File: src/source/chip_bus_pkg.sv
/*
 * System bus definitions shared by the fabric:
 * bus widths, AHB-Lite transfer types and sizes,
 * slave port indices and the decoded address map
 */

`default_nettype none

package chip_bus_pkg;

    // --------------------
    // Bus widths

    localparam int HADDR_W = 20;
    localparam int DATA_W  = 32;

    typedef logic [HADDR_W-1:0] addr_t;
    typedef logic [DATA_W-1:0]  data_t;

    // --------------------
    // AHB-Lite encodings

    typedef enum logic [1:0] {
        IDLE   = 2'b00,
        BUSY   = 2'b01,
        NONSEQ = 2'b10,
        SEQ    = 2'b11
    } htrans_t;

    typedef enum logic [2:0] {
        BYTE = 3'b000,
        HALF = 3'b001,
        WORD = 3'b010
    } hsize_t;

    // --------------------
    // Address map, 1 MB space

    localparam int N_PORTS   = 2;
    localparam int PORT_IRAM = 0;
    localparam int PORT_APB  = 1;

    typedef logic [N_PORTS-1:0] port_sel_t;

    // Internal SRAM, mirrored over 80000 to bffff
    localparam addr_t IRAM_BASE = 20'h80000;
    localparam addr_t IRAM_MASK = 20'hc0000;

    // Peripheral window e0000 to fffff
    localparam addr_t APB_BASE  = 20'he0000;
    localparam addr_t APB_MASK  = 20'he0000;

    localparam int IRAM_DEPTH = 2048;

endpackage

`default_nettype wire
File: src/source/ahbl_if.sv
/*
 * AHB-Lite bus bundle with master and slave modports
 */

`default_nettype none

interface ahbl_if;

    // Address phase
    chip_bus_pkg::addr_t   haddr;
    logic                  hwrite;
    chip_bus_pkg::htrans_t htrans;
    chip_bus_pkg::hsize_t  hsize;

    // Data phase
    chip_bus_pkg::data_t   hwdata;
    logic                  hready;
    logic                  hready_resp;
    logic                  hresp;
    chip_bus_pkg::data_t   hrdata;

    modport master (
        output haddr, hwrite, htrans, hsize, hwdata, hready,
        input  hready_resp, hresp, hrdata
    );

    modport slave (
        input  haddr, hwrite, htrans, hsize, hwdata, hready,
        output hready_resp, hresp, hrdata
    );

endinterface

`default_nettype wire

File: src/source/ahbl_splitter.sv
/*
 * AHB-Lite splitter: address decode against the system map,
 * per-port address phase forwarding, data phase response mux
 * and the default ERROR responder for unmapped addresses
 */

`default_nettype none

module ahbl_splitter (
    input  wire    clk_sys,
    input  wire    arst_n,
    ahbl_if.slave  src,
    ahbl_if.master sram_bus,
    ahbl_if.master apb_bus
);

    logic                    addr_valid;
    chip_bus_pkg::port_sel_t sel_a;
    chip_bus_pkg::port_sel_t sel_d;
    logic                    err_first;
    logic                    err_second;

    // --------------------
    // Address phase decode

    assign addr_valid = src.hready &&
        (src.htrans == chip_bus_pkg::NONSEQ || src.htrans == chip_bus_pkg::SEQ);

    always_comb begin
        sel_a = '0;
        sel_a[chip_bus_pkg::PORT_IRAM] =
            (src.haddr & chip_bus_pkg::IRAM_MASK) == chip_bus_pkg::IRAM_BASE;
        sel_a[chip_bus_pkg::PORT_APB] =
            (src.haddr & chip_bus_pkg::APB_MASK) == chip_bus_pkg::APB_BASE;
    end

    // Unselected ports see an IDLE transfer
    always_comb begin
        sram_bus.haddr  = src.haddr;
        sram_bus.hwrite = src.hwrite;
        sram_bus.hsize  = src.hsize;
        sram_bus.hwdata = src.hwdata;
        sram_bus.hready = src.hready;
        if (sel_a[chip_bus_pkg::PORT_IRAM]) begin
            sram_bus.htrans = src.htrans;
        end else begin
            sram_bus.htrans = chip_bus_pkg::IDLE;
        end

        apb_bus.haddr  = src.haddr;
        apb_bus.hwrite = src.hwrite;
        apb_bus.hsize  = src.hsize;
        apb_bus.hwdata = src.hwdata;
        apb_bus.hready = src.hready;
        if (sel_a[chip_bus_pkg::PORT_APB]) begin
            apb_bus.htrans = src.htrans;
        end else begin
            apb_bus.htrans = chip_bus_pkg::IDLE;
        end
    end

    // --------------------
    // Data phase state

    always_ff @(posedge clk_sys or negedge arst_n) begin
        if (!arst_n) begin
            sel_d      <= '0;
            err_first  <= 1'b0;
            err_second <= 1'b0;
        end else begin
            // Selection only moves when the bus advances
            if (src.hready) begin
                sel_d <= addr_valid ? sel_a : '0;
            end
            err_first  <= addr_valid && (sel_a == '0);
            err_second <= err_first;
        end
    end

    // --------------------
    // Response mux

    always_comb begin
        src.hready_resp = 1'b1;
        src.hresp       = 1'b0;
        src.hrdata      = '0;
        if (err_first) begin
            src.hready_resp = 1'b0;
            src.hresp       = 1'b1;
        end else if (err_second) begin
            src.hresp = 1'b1;
        end else if (sel_d[chip_bus_pkg::PORT_IRAM]) begin
            src.hready_resp = sram_bus.hready_resp;
            src.hresp       = sram_bus.hresp;
            src.hrdata      = sram_bus.hrdata;
        end else if (sel_d[chip_bus_pkg::PORT_APB]) begin
            src.hready_resp = apb_bus.hready_resp;
            src.hresp       = apb_bus.hresp;
            src.hrdata      = apb_bus.hrdata;
        end
    end

    // --------------------
    // Checks

    sel_onehot: assert property (@(posedge clk_sys) disable iff (!arst_n)
        $onehot0(sel_d));

    // Holds for every slave behind the splitter, not just the local responder
    err_order: assert property (@(posedge clk_sys) disable iff (!arst_n)
        src.hready_resp && src.hresp |-> $past(!src.hready_resp && src.hresp));

endmodule

`default_nettype wire

File: src/flat_wrapper.sv
// flat-port wrapper written by rule: the top's interface ports become plain ports
module ahbl_splitter_flat 
  (clk_sys, arst_n, src_haddr, src_hwrite, src_htrans, src_hsize, src_hwdata, src_hready, src_hready_resp, src_hresp, src_hrdata, sram_bus_haddr, sram_bus_hwrite, sram_bus_htrans, sram_bus_hsize, sram_bus_hwdata, sram_bus_hready, sram_bus_hready_resp, sram_bus_hresp, sram_bus_hrdata, apb_bus_haddr, apb_bus_hwrite, apb_bus_htrans, apb_bus_hsize, apb_bus_hwdata, apb_bus_hready, apb_bus_hready_resp, apb_bus_hresp, apb_bus_hrdata);
  ahbl_if src_i ();
  ahbl_if sram_bus_i ();
  ahbl_if apb_bus_i ();
  input  wire clk_sys;
  input  wire arst_n;
  input wire logic [$bits(src_i.haddr)-1:0] src_haddr;
  input wire logic [$bits(src_i.hwrite)-1:0] src_hwrite;
  input wire logic [$bits(src_i.htrans)-1:0] src_htrans;
  input wire logic [$bits(src_i.hsize)-1:0] src_hsize;
  input wire logic [$bits(src_i.hwdata)-1:0] src_hwdata;
  input wire logic [$bits(src_i.hready)-1:0] src_hready;
  output wire logic [$bits(src_i.hready_resp)-1:0] src_hready_resp;
  output wire logic [$bits(src_i.hresp)-1:0] src_hresp;
  output wire logic [$bits(src_i.hrdata)-1:0] src_hrdata;
  output wire logic [$bits(sram_bus_i.haddr)-1:0] sram_bus_haddr;
  output wire logic [$bits(sram_bus_i.hwrite)-1:0] sram_bus_hwrite;
  output wire logic [$bits(sram_bus_i.htrans)-1:0] sram_bus_htrans;
  output wire logic [$bits(sram_bus_i.hsize)-1:0] sram_bus_hsize;
  output wire logic [$bits(sram_bus_i.hwdata)-1:0] sram_bus_hwdata;
  output wire logic [$bits(sram_bus_i.hready)-1:0] sram_bus_hready;
  input wire logic [$bits(sram_bus_i.hready_resp)-1:0] sram_bus_hready_resp;
  input wire logic [$bits(sram_bus_i.hresp)-1:0] sram_bus_hresp;
  input wire logic [$bits(sram_bus_i.hrdata)-1:0] sram_bus_hrdata;
  output wire logic [$bits(apb_bus_i.haddr)-1:0] apb_bus_haddr;
  output wire logic [$bits(apb_bus_i.hwrite)-1:0] apb_bus_hwrite;
  output wire logic [$bits(apb_bus_i.htrans)-1:0] apb_bus_htrans;
  output wire logic [$bits(apb_bus_i.hsize)-1:0] apb_bus_hsize;
  output wire logic [$bits(apb_bus_i.hwdata)-1:0] apb_bus_hwdata;
  output wire logic [$bits(apb_bus_i.hready)-1:0] apb_bus_hready;
  input wire logic [$bits(apb_bus_i.hready_resp)-1:0] apb_bus_hready_resp;
  input wire logic [$bits(apb_bus_i.hresp)-1:0] apb_bus_hresp;
  input wire logic [$bits(apb_bus_i.hrdata)-1:0] apb_bus_hrdata;
  assign src_i.haddr = src_haddr;
  assign src_i.hwrite = src_hwrite;
  assign src_i.htrans = src_htrans;
  assign src_i.hsize = src_hsize;
  assign src_i.hwdata = src_hwdata;
  assign src_i.hready = src_hready;
  assign src_hready_resp = src_i.hready_resp;
  assign src_hresp = src_i.hresp;
  assign src_hrdata = src_i.hrdata;
  assign sram_bus_haddr = sram_bus_i.haddr;
  assign sram_bus_hwrite = sram_bus_i.hwrite;
  assign sram_bus_htrans = sram_bus_i.htrans;
  assign sram_bus_hsize = sram_bus_i.hsize;
  assign sram_bus_hwdata = sram_bus_i.hwdata;
  assign sram_bus_hready = sram_bus_i.hready;
  assign sram_bus_i.hready_resp = sram_bus_hready_resp;
  assign sram_bus_i.hresp = sram_bus_hresp;
  assign sram_bus_i.hrdata = sram_bus_hrdata;
  assign apb_bus_haddr = apb_bus_i.haddr;
  assign apb_bus_hwrite = apb_bus_i.hwrite;
  assign apb_bus_htrans = apb_bus_i.htrans;
  assign apb_bus_hsize = apb_bus_i.hsize;
  assign apb_bus_hwdata = apb_bus_i.hwdata;
  assign apb_bus_hready = apb_bus_i.hready;
  assign apb_bus_i.hready_resp = apb_bus_hready_resp;
  assign apb_bus_i.hresp = apb_bus_hresp;
  assign apb_bus_i.hrdata = apb_bus_hrdata;
  ahbl_splitter u_core (.clk_sys(clk_sys), .arst_n(arst_n), .src(src_i), .sram_bus(sram_bus_i), .apb_bus(apb_bus_i));
endmodule
File: config.mk
export PLATFORM = sky130hd
export DESIGN_NAME = ahbl_splitter_flat
export DESIGN_NICKNAME = d
export VERILOG_FILES = /design/src/source/chip_bus_pkg.sv /design/src/source/ahbl_if.sv /design/src/source/ahbl_splitter.sv /design/src/flat_wrapper.sv
export SDC_FILE = /design/constraint.sdc
export NUM_CORES = 1
export LEC_CHECK = 0
export BUFFER_PORTS_ARGS = -buffer_cell sky130_fd_sc_hd__buf_4
export CORE_AREA = 2 2 109 111
export CTS_CLUSTER_SIZE = 40
export DETAILED_ROUTE_END_ITERATION = 16
export DIE_AREA = 0 0 111 113
export GPL_TIMING_DRIVEN = 0
export PLACE_DENSITY = 0.48
export SETUP_SLACK_MARGIN = 0.4
export SYNTH_ARGS = -nofsm -noshare
export SYNTH_HDL_FRONTEND = slang
export SYNTH_SLANG_ARGS = --single-unit
File: constraint.sdc
create_clock -name clk_sys -period 1.3 [get_ports clk_sys]
set_clock_uncertainty 0.2 [all_clocks]
set_input_delay 0.26 -clock clk_sys [delete_from_list [all_inputs] [get_ports clk_sys]]
set_output_delay 0.26 -clock clk_sys [all_outputs]
set_load 0.02 [all_outputs]
Word level (Yosys, flattened, before mapping)
Cells that the tools add are included.

Flip-flop bits (word level): 4. Bits of input ports: 129. Output and inout bits: 152. Logic and storage cells: 26.

Equal/unequal tests: 4. Mux-type cells: 15. Reductions and logical operators: 4.

Operators by type and width (number): $mux W32 (4); $mux W1 (8); $eq A2 B2 Y1 const B (3); $mux W2 (3); $eq A3 B3 Y1 const B (1); $logic_and A1 B1 Y1 (2); $logic_not A2 Y1 (1); $logic_or A1 B1 Y1 (1).

Logic depth before layout (Yosys ltp)
Gate-level depths: netlist of the first run.

Depth in word-level cells: 4. Mapped depth: 4. Gate-level depth less buffers: 2.

Worst setup path after synthesis of the first run
No wires, ideal clock.

Path type: register to output. Start point: reg u_core.sel_d[0]. End point: out src_hready_resp. Data arrival time: 1235 ps. Slack: -395 ps. Stages on the path, launching flop included: 4. Path through: dfrtp_1 -> buf_4 -> nor3b_1 -> a211oi_1.

Word-level cells in the longest chain between the ends: 3.

RTL lines: from (decl) (line ahbl_splitter.sv:19) `chip_bus_pkg::port_sel_t sel_d;`; from (signal assigned) (line ahbl_splitter.sv:73) `sel_d <= addr_valid ? sel_a : '0;`; $mux W1 (line ahbl_splitter.sv:92) `end else if (sel_d[chip_bus_pkg::PORT_IRAM]) begin`; $mux W1 (line ahbl_splitter.sv:90) `end else if (err_second) begin`; $mux W1 (line ahbl_splitter.sv:87) `if (err_first) begin`; to (decl) (line flat_wrapper.sv:15) `output wire logic [$bits(src_i.hready_resp)-1:0] src_hready_resp;`.

No other way between the ends.

Final worst setup path of the first run
Start point: reg u_core.err_second. End point: out src_hrdata[13].

Word-level cells in the longest chain between the ends: 2.

RTL lines: from (decl) (line ahbl_splitter.sv:21) `logic err_second;`; from (signal assigned) (line ahbl_splitter.sv:76) `err_second <= err_first;`; $mux W32 (line ahbl_splitter.sv:90); $mux W32 (line ahbl_splitter.sv:87); to (decl) (line flat_wrapper.sv:17) `output wire logic [$bits(src_i.hrdata)-1:0] src_hrdata;`.

No other way between the ends.

==> out/qor.yml, run 1 <==
place:
  gp_congestion: 0.750
  pre_cts_ws_ns: -0.497
  io_buffer_count: 227
  placed_cell_area_sq_um: 3960
  dp_hpwl_microns: 6640
  dpl.cell_count: 616
routing:
  drc: 0
  wl_microns: 8460
  vias_per_cell: 3.86
  vias: 2433
  first_pass_iters: 4
  initialDrtViolationCount: 24
  routedWlPerCell_microns: 13.4
  drtAntennaViolNets: 0
global_route:
  grt_use_total: 0.124
  grt_pass1_vias: 2547
  grt_pass1_wl_microns: 13100
  grt_max_degree: 11
  grt_overflow: 0
  antenna_found_initial: 0
worst_setup_path:
  cp_slowest_stage_delay_ns: 0.36
  crit_top_cell: "buf_6"
  critPathSlowestCell: "dfrtp_1"
  critical_path.endpoint_type: "output port"
  crit_type: "reg2out"
  critPathLaunch: "u_core.err_second$_DFF_PN0_"
  worstReg2RegStart: "u_core.sel_d[1]$_DFFE_PN0P_"
  rr_endpoint: "u_core.sel_d[1]$_DFFE_PN0P_"
  cp_max_fo: 10
  start_kind: "flop"
  arrival_ns: 1.40
  r2r_cells: 3
  reg2reg_slack_ns: 0.12
  cp.required_ns: 0.84
  path_cells: "or2_1, buf_6, buf_12, a21oi_4, buf_6"
final_layout:
  area_delta_synth_final_pct: 212
  num_antenna_cells: 0
  final_nets: 618
  fin_util: 0.469
  finalNonFillerCells: 630
  drive_above_1_share: 0.842
  final_common_cell: "buf_6"
  finalInstanceArea_sq_um: 5290
  fillCellCount: 1063
  final_cell_mix: "buf_6 (275), buf_4 (82), nand2_1 (33)"
yosys:
  syn_inst: 246
  syn_area_sq_um: 1700
  synth-seq-cells: 4
  syn-num-nets: 375
  yosysSeqAreaShare: 0.0590
  synth_area_leader_cell: "buf_4"
  synth.avg_cell_area_sq_um: 6.90
  synthTopCellsByArea: "buf_4 (51%), nand3b_1 (14%), a21oi_1 (9.1%), nand2_1 (7.7%), dfrtp_1 (5.9%)"
  synth_top_area_frac: 0.513
  ys_warn_count: 0
  synthDistinctLibCells: 19
pwr:
  ir_drop_uv: 617
  p_comb_frac: 0.755
  finalPower_mw: 2.48
  swShare: 0.338
  p_leak_nw: 2.44
  pwr-share-seq: 0.055
  p_clk_frac: 0.190
  p_per_area_nw_per_um2: 469
  p_sw_mw: 0.837
  internal-power_mw: 1.64
sta:
  hold_viol: 0
  grt_setup_unrepaired: "true"
  worstMarginPinSlew_ns: 0.217
  min_period_ns: 1.86
  slew_headroom: 0.855
  fin_ws_ns: -0.555
  report.final.slew_viol_count: 0
  timing.fmax_mhz: 539
  fin_crit_sh: 1.43
  setup_viol: 34
  hold_ws_ns: 0.0226
  tns_ns: -17.74
clock_network:
  cts_tree: "done"
  clock_sinks: 4
  cts_buffers: 3
  clk_pin_slew_ns: 0.03
  clockRootBuffer: "clkbuf_16"
  insertion_delay_ns: 0.22
  htreeDepth: 1
  cts_max_path_buffers: 2
run_status:
  violations: "setup timing"
  status: "finished, violations left"
run:
  max-cap-violations: 0
die:
  die-width_microns: 111
  start_util: 0.151
  pin_count: 281
  die-area_sq_um: 12500
  core-area_sq_um: 11300
  die_h_microns: 113
  rows: 39
min_path:
  hold_path.class: "in2reg"
  min_to: "u_core.err_first$_DFF_PN0_"
  hold_depth: 2
  min_from: "src_haddr[19]"
## synthesized netlist by cell type
| master | number |
|---|---|
| buf_4 | 116 |
| nand2_1 | 35 |
| nand3b_1 | 32 |
| a21oi_1 | 31 |
| buf_2 | 6 |
| buf_6 | 4 |
| dfrtp_1 | 4 |
| clkbuf_1 | 3 |
| nor2_1 | 3 |
| a21oi_2 | 2 |
| mux2_2 | 2 |
| a211oi_1 | 1 |
| a221o_1 | 1 |
| and3b_1 | 1 |
| and4_1 | 1 |
| nand2b_1 | 1 |
| nor2b_1 | 1 |
| nor3b_1 | 1 |
| or2_1 | 1 |
## worst max-delay path: cells and delay by family (launching register included)
family / cells / cell delay (ns)
buf+inv: 3 / 0.45
flops: 1 / 0.36
simple gates: 1 / 0.23
compound gates: 1 / 0.13
## sequential cells by signal (all words and copies together) (netlist names)
name	cells
u_core.sel_d	2
u_core.err_first	1
u_core.err_second	1
## what timing repair did
| item | 4_1_cts | 5_1_grt |
|---|---|---|
| buffers inserted | 6 | 3 |
| resized for setup | 292 | 20 |
| hold buffers | 1 | 0 |
| endpoints found under the setup margin | 154 | 154 |
| pin swaps | 5 | 2 |
| hold endpoints to repair | 4 | 0 |
| cloned | 1 | 0 |
## how the worst max path moves through the flow
stage	endpoint	slack (ns)	cells past startpoint
3_5_place_dp	src_hrdata[13]	-0.50	5
2_1_floorplan	src_hrdata[10]	-0.23	4
6_report	src_hrdata[13]	-0.56	5
3_3_place_gp	src_hrdata[13]	-0.47	5
5_1_grt	src_hrdata[14]	-0.61	5
4_1_cts	src_hrdata[11]	-0.58	4
## power groups by stage
stage | registers (mW) | clock network, mW | logic, mW
after detailed placement | 0.138 | 0 | 1.48
final | 0.137 | 0.471 | 1.87
after floorplan | 0.136 | 0 | 0.866
after global routing | 0.139 | 0.489 | 1.96
after global placement | 0.138 | 0 | 1.47
after CTS | 0.137 | 0.482 | 1.86
## per-layer routing
layer / track usage / routed length [microns]
met1: 0.132 / 2830
met2: 0.245 / 4650
met3: 0.0370 / 922
met4: 0.0175 / 54
met5: 0 / 0
## layout make-up
cell class              count  area [sq um]  share of cell area
well taps                 143           179              0.0339
repair buffers            238          2430               0.460
plain buffers             129          1460               0.277
clock buffers               3          75.1              0.0142
multi-input cells         113          1030               0.195
flip-flops and latches      4           101              0.0192
## cells by family after synthesis
kind of cell	after synthesis	share of synthesized area
buf+inv	129	0.564
mux	2	0.0133
simple gates	76	0.251
flops	4	0.0590
compound gates	35	0.112
Power figures use the tool's default switching activity.
==> inputs of run 2 (changes only) <==
==> constraint.sdc (replaced) <==
create_clock -name clk_sys -period 1.3 [get_ports clk_sys]
set_clock_uncertainty 0.2 [all_clocks]
set_input_delay 0.065 -clock clk_sys [delete_from_list [all_inputs] [get_ports clk_sys]]
set_output_delay 0.065 -clock clk_sys [all_outputs]
set_load 0.02 [all_outputs]
==> out/qor.yml, run 2 (synthesis gave the netlist of run 1 again) <==
clock_network:
  postCtsHoldBufs: 1  # unchanged
  clock_sinks: 4  # unchanged
  htreeDepth: 1  # unchanged
  clk_pin_slew_ns: 0.03  # about the same
  cts_tree: "done"
  cts_buffers: 3  # unchanged
  insertion_delay_ns: 0.22  # about the same
  cts_max_path_buffers: 2  # unchanged
  clockRootBuffer: "clkbuf_16"
sta:
  worstMarginPinSlew_ns: 0.241  # +0.0244 ns
  fin_ws_ns: -0.368  # +0.187 ns
  report.final.slew_viol_count: 0  # unchanged
  timing.fmax_mhz: 600  # +11%
  fin_crit_sh: 1.28  # -0.144
  hold_ws_ns: -0.145  # -0.167 ns
  slew_headroom: 0.839  # -0.0163
  grt_setup_unrepaired: "true"
  min_period_ns: 1.67  # -0.187 ns
  hold_viol: 7  # +7
  setup_viol: 34  # unchanged
  tns_ns: -11.59  # +6.15 ns
worst_setup_path:
  cp.required_ns: 1.03  # +0.19 ns
  critical_path.endpoint_type: "output port"
  rr_endpoint: "u_core.sel_d[0]$_DFFE_PN0P_"
  r2r_cells: 2  # -1
  crit_type: "reg2out"
  critPathLaunch: "u_core.err_second$_DFF_PN0_"
  arrival_ns: 1.40  # about the same
  crit_top_cell: "buf_6"
  cp_slowest_stage_delay_ns: 0.36  # about the same
  path_cells: "or2_1, buf_6, buf_12, a21oi_4, buf_6"
  worstReg2RegStart: "u_core.sel_d[0]$_DFFE_PN0P_"
  reg2reg_slack_ns: 0.10  # -0.02 ns
  start_kind: "flop"
  critPathSlowestCell: "dfrtp_1"
  cp_max_fo: 10  # unchanged
die:
  start_util: 0.151  # unchanged
  die-area_sq_um: 12500  # unchanged
  pin_count: 281  # unchanged
  core-area_sq_um: 11300  # unchanged
  rows: 39  # unchanged
  die-width_microns: 111  # unchanged
  die_h_microns: 113  # unchanged
place:
  pre_cts_ws_ns: -0.310  # +0.187 ns
  dpl.cell_count: 616  # unchanged
  io_buffer_count: 227  # unchanged
  dp_hpwl_microns: 6170  # -7.2%
  gp_congestion: 0.700  # -6.7%
  placed_cell_area_sq_um: 3920  # -1.1%
global_route:
  grt.busiest_layer: "met2"
  grt_pass1_vias: 2290  # -10%
  grt_pass1_wl_microns: 11000  # -16%
  met2_usage: 0.214  # -0.0311
  grt_max_degree: 11  # unchanged
  met3_usage: 0.0262  # -0.0107
  grt_overflow: 0  # unchanged
  grtUsageMet1: 0.106  # -0.0253
  grt_use_total: 0.104  # -0.0197
  antenna_found_initial: 0  # unchanged
routing:
  drtAntennaViolNets: 0  # unchanged
  vias_per_cell: 3.77  # -2.4%
  drc: 0  # unchanged
  first_pass_iters: 4  # unchanged
  routedWlPerCell_microns: 11.9  # -12%
  initialDrtViolationCount: 44  # +83%
  wl_microns: 7400  # -12%
  vias: 2351  # -3.4%
pwr:
  p_sw_mw: 0.778  # -7.1%
  p_comb_frac: 0.718  # -0.037
  internal-power_mw: 1.38  # -16%
  pwr-share-seq: 0.064  # +0.009
  p_per_area_nw_per_um2: 505  # +7.7%
  p_leak_nw: 2.09  # -14%
  ir_drop_uv: 432  # -30%
  swShare: 0.360  # +0.0228
  finalPower_mw: 2.16  # -13%
  p_clk_frac: 0.219  # +0.029
final_layout:
  final_cell_mix: "buf_4 (316), buf_6 (37), nand2_1 (34)"
  regMostFlops: "u_core.sel_d"
  drive_above_1_share: 0.827  # -0.0144
  fin_util: 0.379  # -0.0901
  finalInstanceArea_sq_um: 4270  # -19%
  num_antenna_cells: 0  # unchanged
  largest_reg_flops: 2  # unchanged
  reg.largest.list: "u_core.sel_d: 2 flops, u_core.err_first: 1 flops, u_core.err_second: 1 flops"
  final_common_cell: "buf_4"
  final_nets: 612  # -0.97%
  area_delta_synth_final_pct: 152
  finalNonFillerCells: 624  # -0.95%
min_path:
  hold_path.class: "in2reg"
  min_to: "u_core.err_first$_DFF_PN0_"
  min_from: "src_haddr[19]"
  hold_depth: 2  # unchanged
run:
  max-cap-violations: 0  # unchanged
run_status:
  status: "finished, violations left"
  violations: "hold timing, setup timing"
[run 2: cell count changes in the layout (fill, tap and decap cells not counted), moves of 2 or more]
cell and change:
buf_4 +234, clkbuf_8 +2, nor2_4 -2, buf_6 -238, nor2_1 +2, buf_12 -5
[run 2: power by group through the flow]
stage	Combinational (mW)	Sequential [mW]	Clock [mW]
2_1_floorplan	0.858	0.136	0
3_3_place_gp	1.45	0.138	0
3_5_place_dp	1.46	0.139	0
4_1_cts	1.57	0.138	0.480
5_1_grt	1.63	0.138	0.494
6_report	1.55	0.137	0.472
[run 2: routing by layer]
layer	share of wire	wire, microns
met5	0	0
met4	0.0066	49
met3	0.11	805
met2	0.55	4100
met1	0.33	2450
[run 2: what timing repair did]
action / 4_1_cts / 5_1_grt
pin swaps: 0 / 1
resized for setup: 61 / 2
setup endpoints to repair: 36 / 36
buffers inserted: 2 / 1
hold endpoints to repair: 7 / 7
gates cloned: 1 / 0
[run 2: cell type report]
type                            count  area [sq um]
Buffer                            129          1050
Multi-Input combinational cell    113           985
Tap cell                          143           179
Sequential cell                     4           101
Clock buffer                        3          75.1
Timing Repair Buffer              232          1880
Fill cell                        1160          7000
[run 2: worst max-delay path by stage]
| stage | to | slack (ns) |
|---|---|---|
| detailed placement | src_hrdata[12] | -0.31 |
| floorplan | src_hrdata[10] | -0.04 |
| CTS | src_hrdata[12] | -0.39 |
| global route | src_hrdata[17] | -0.41 |
| finish | src_hrdata[11] | -0.37 |
| global placement | src_hrdata[12] | -0.32 |
[run 2: worst max-delay path: cells and delay by family, from the launching register on]
kind                   cells  cell delay [ns]
buffers and inverters      3             0.46
AND/OR/NAND/NOR            1             0.23
AO/OA/AOI/OAI              1             0.12
flip-flops                 1             0.36
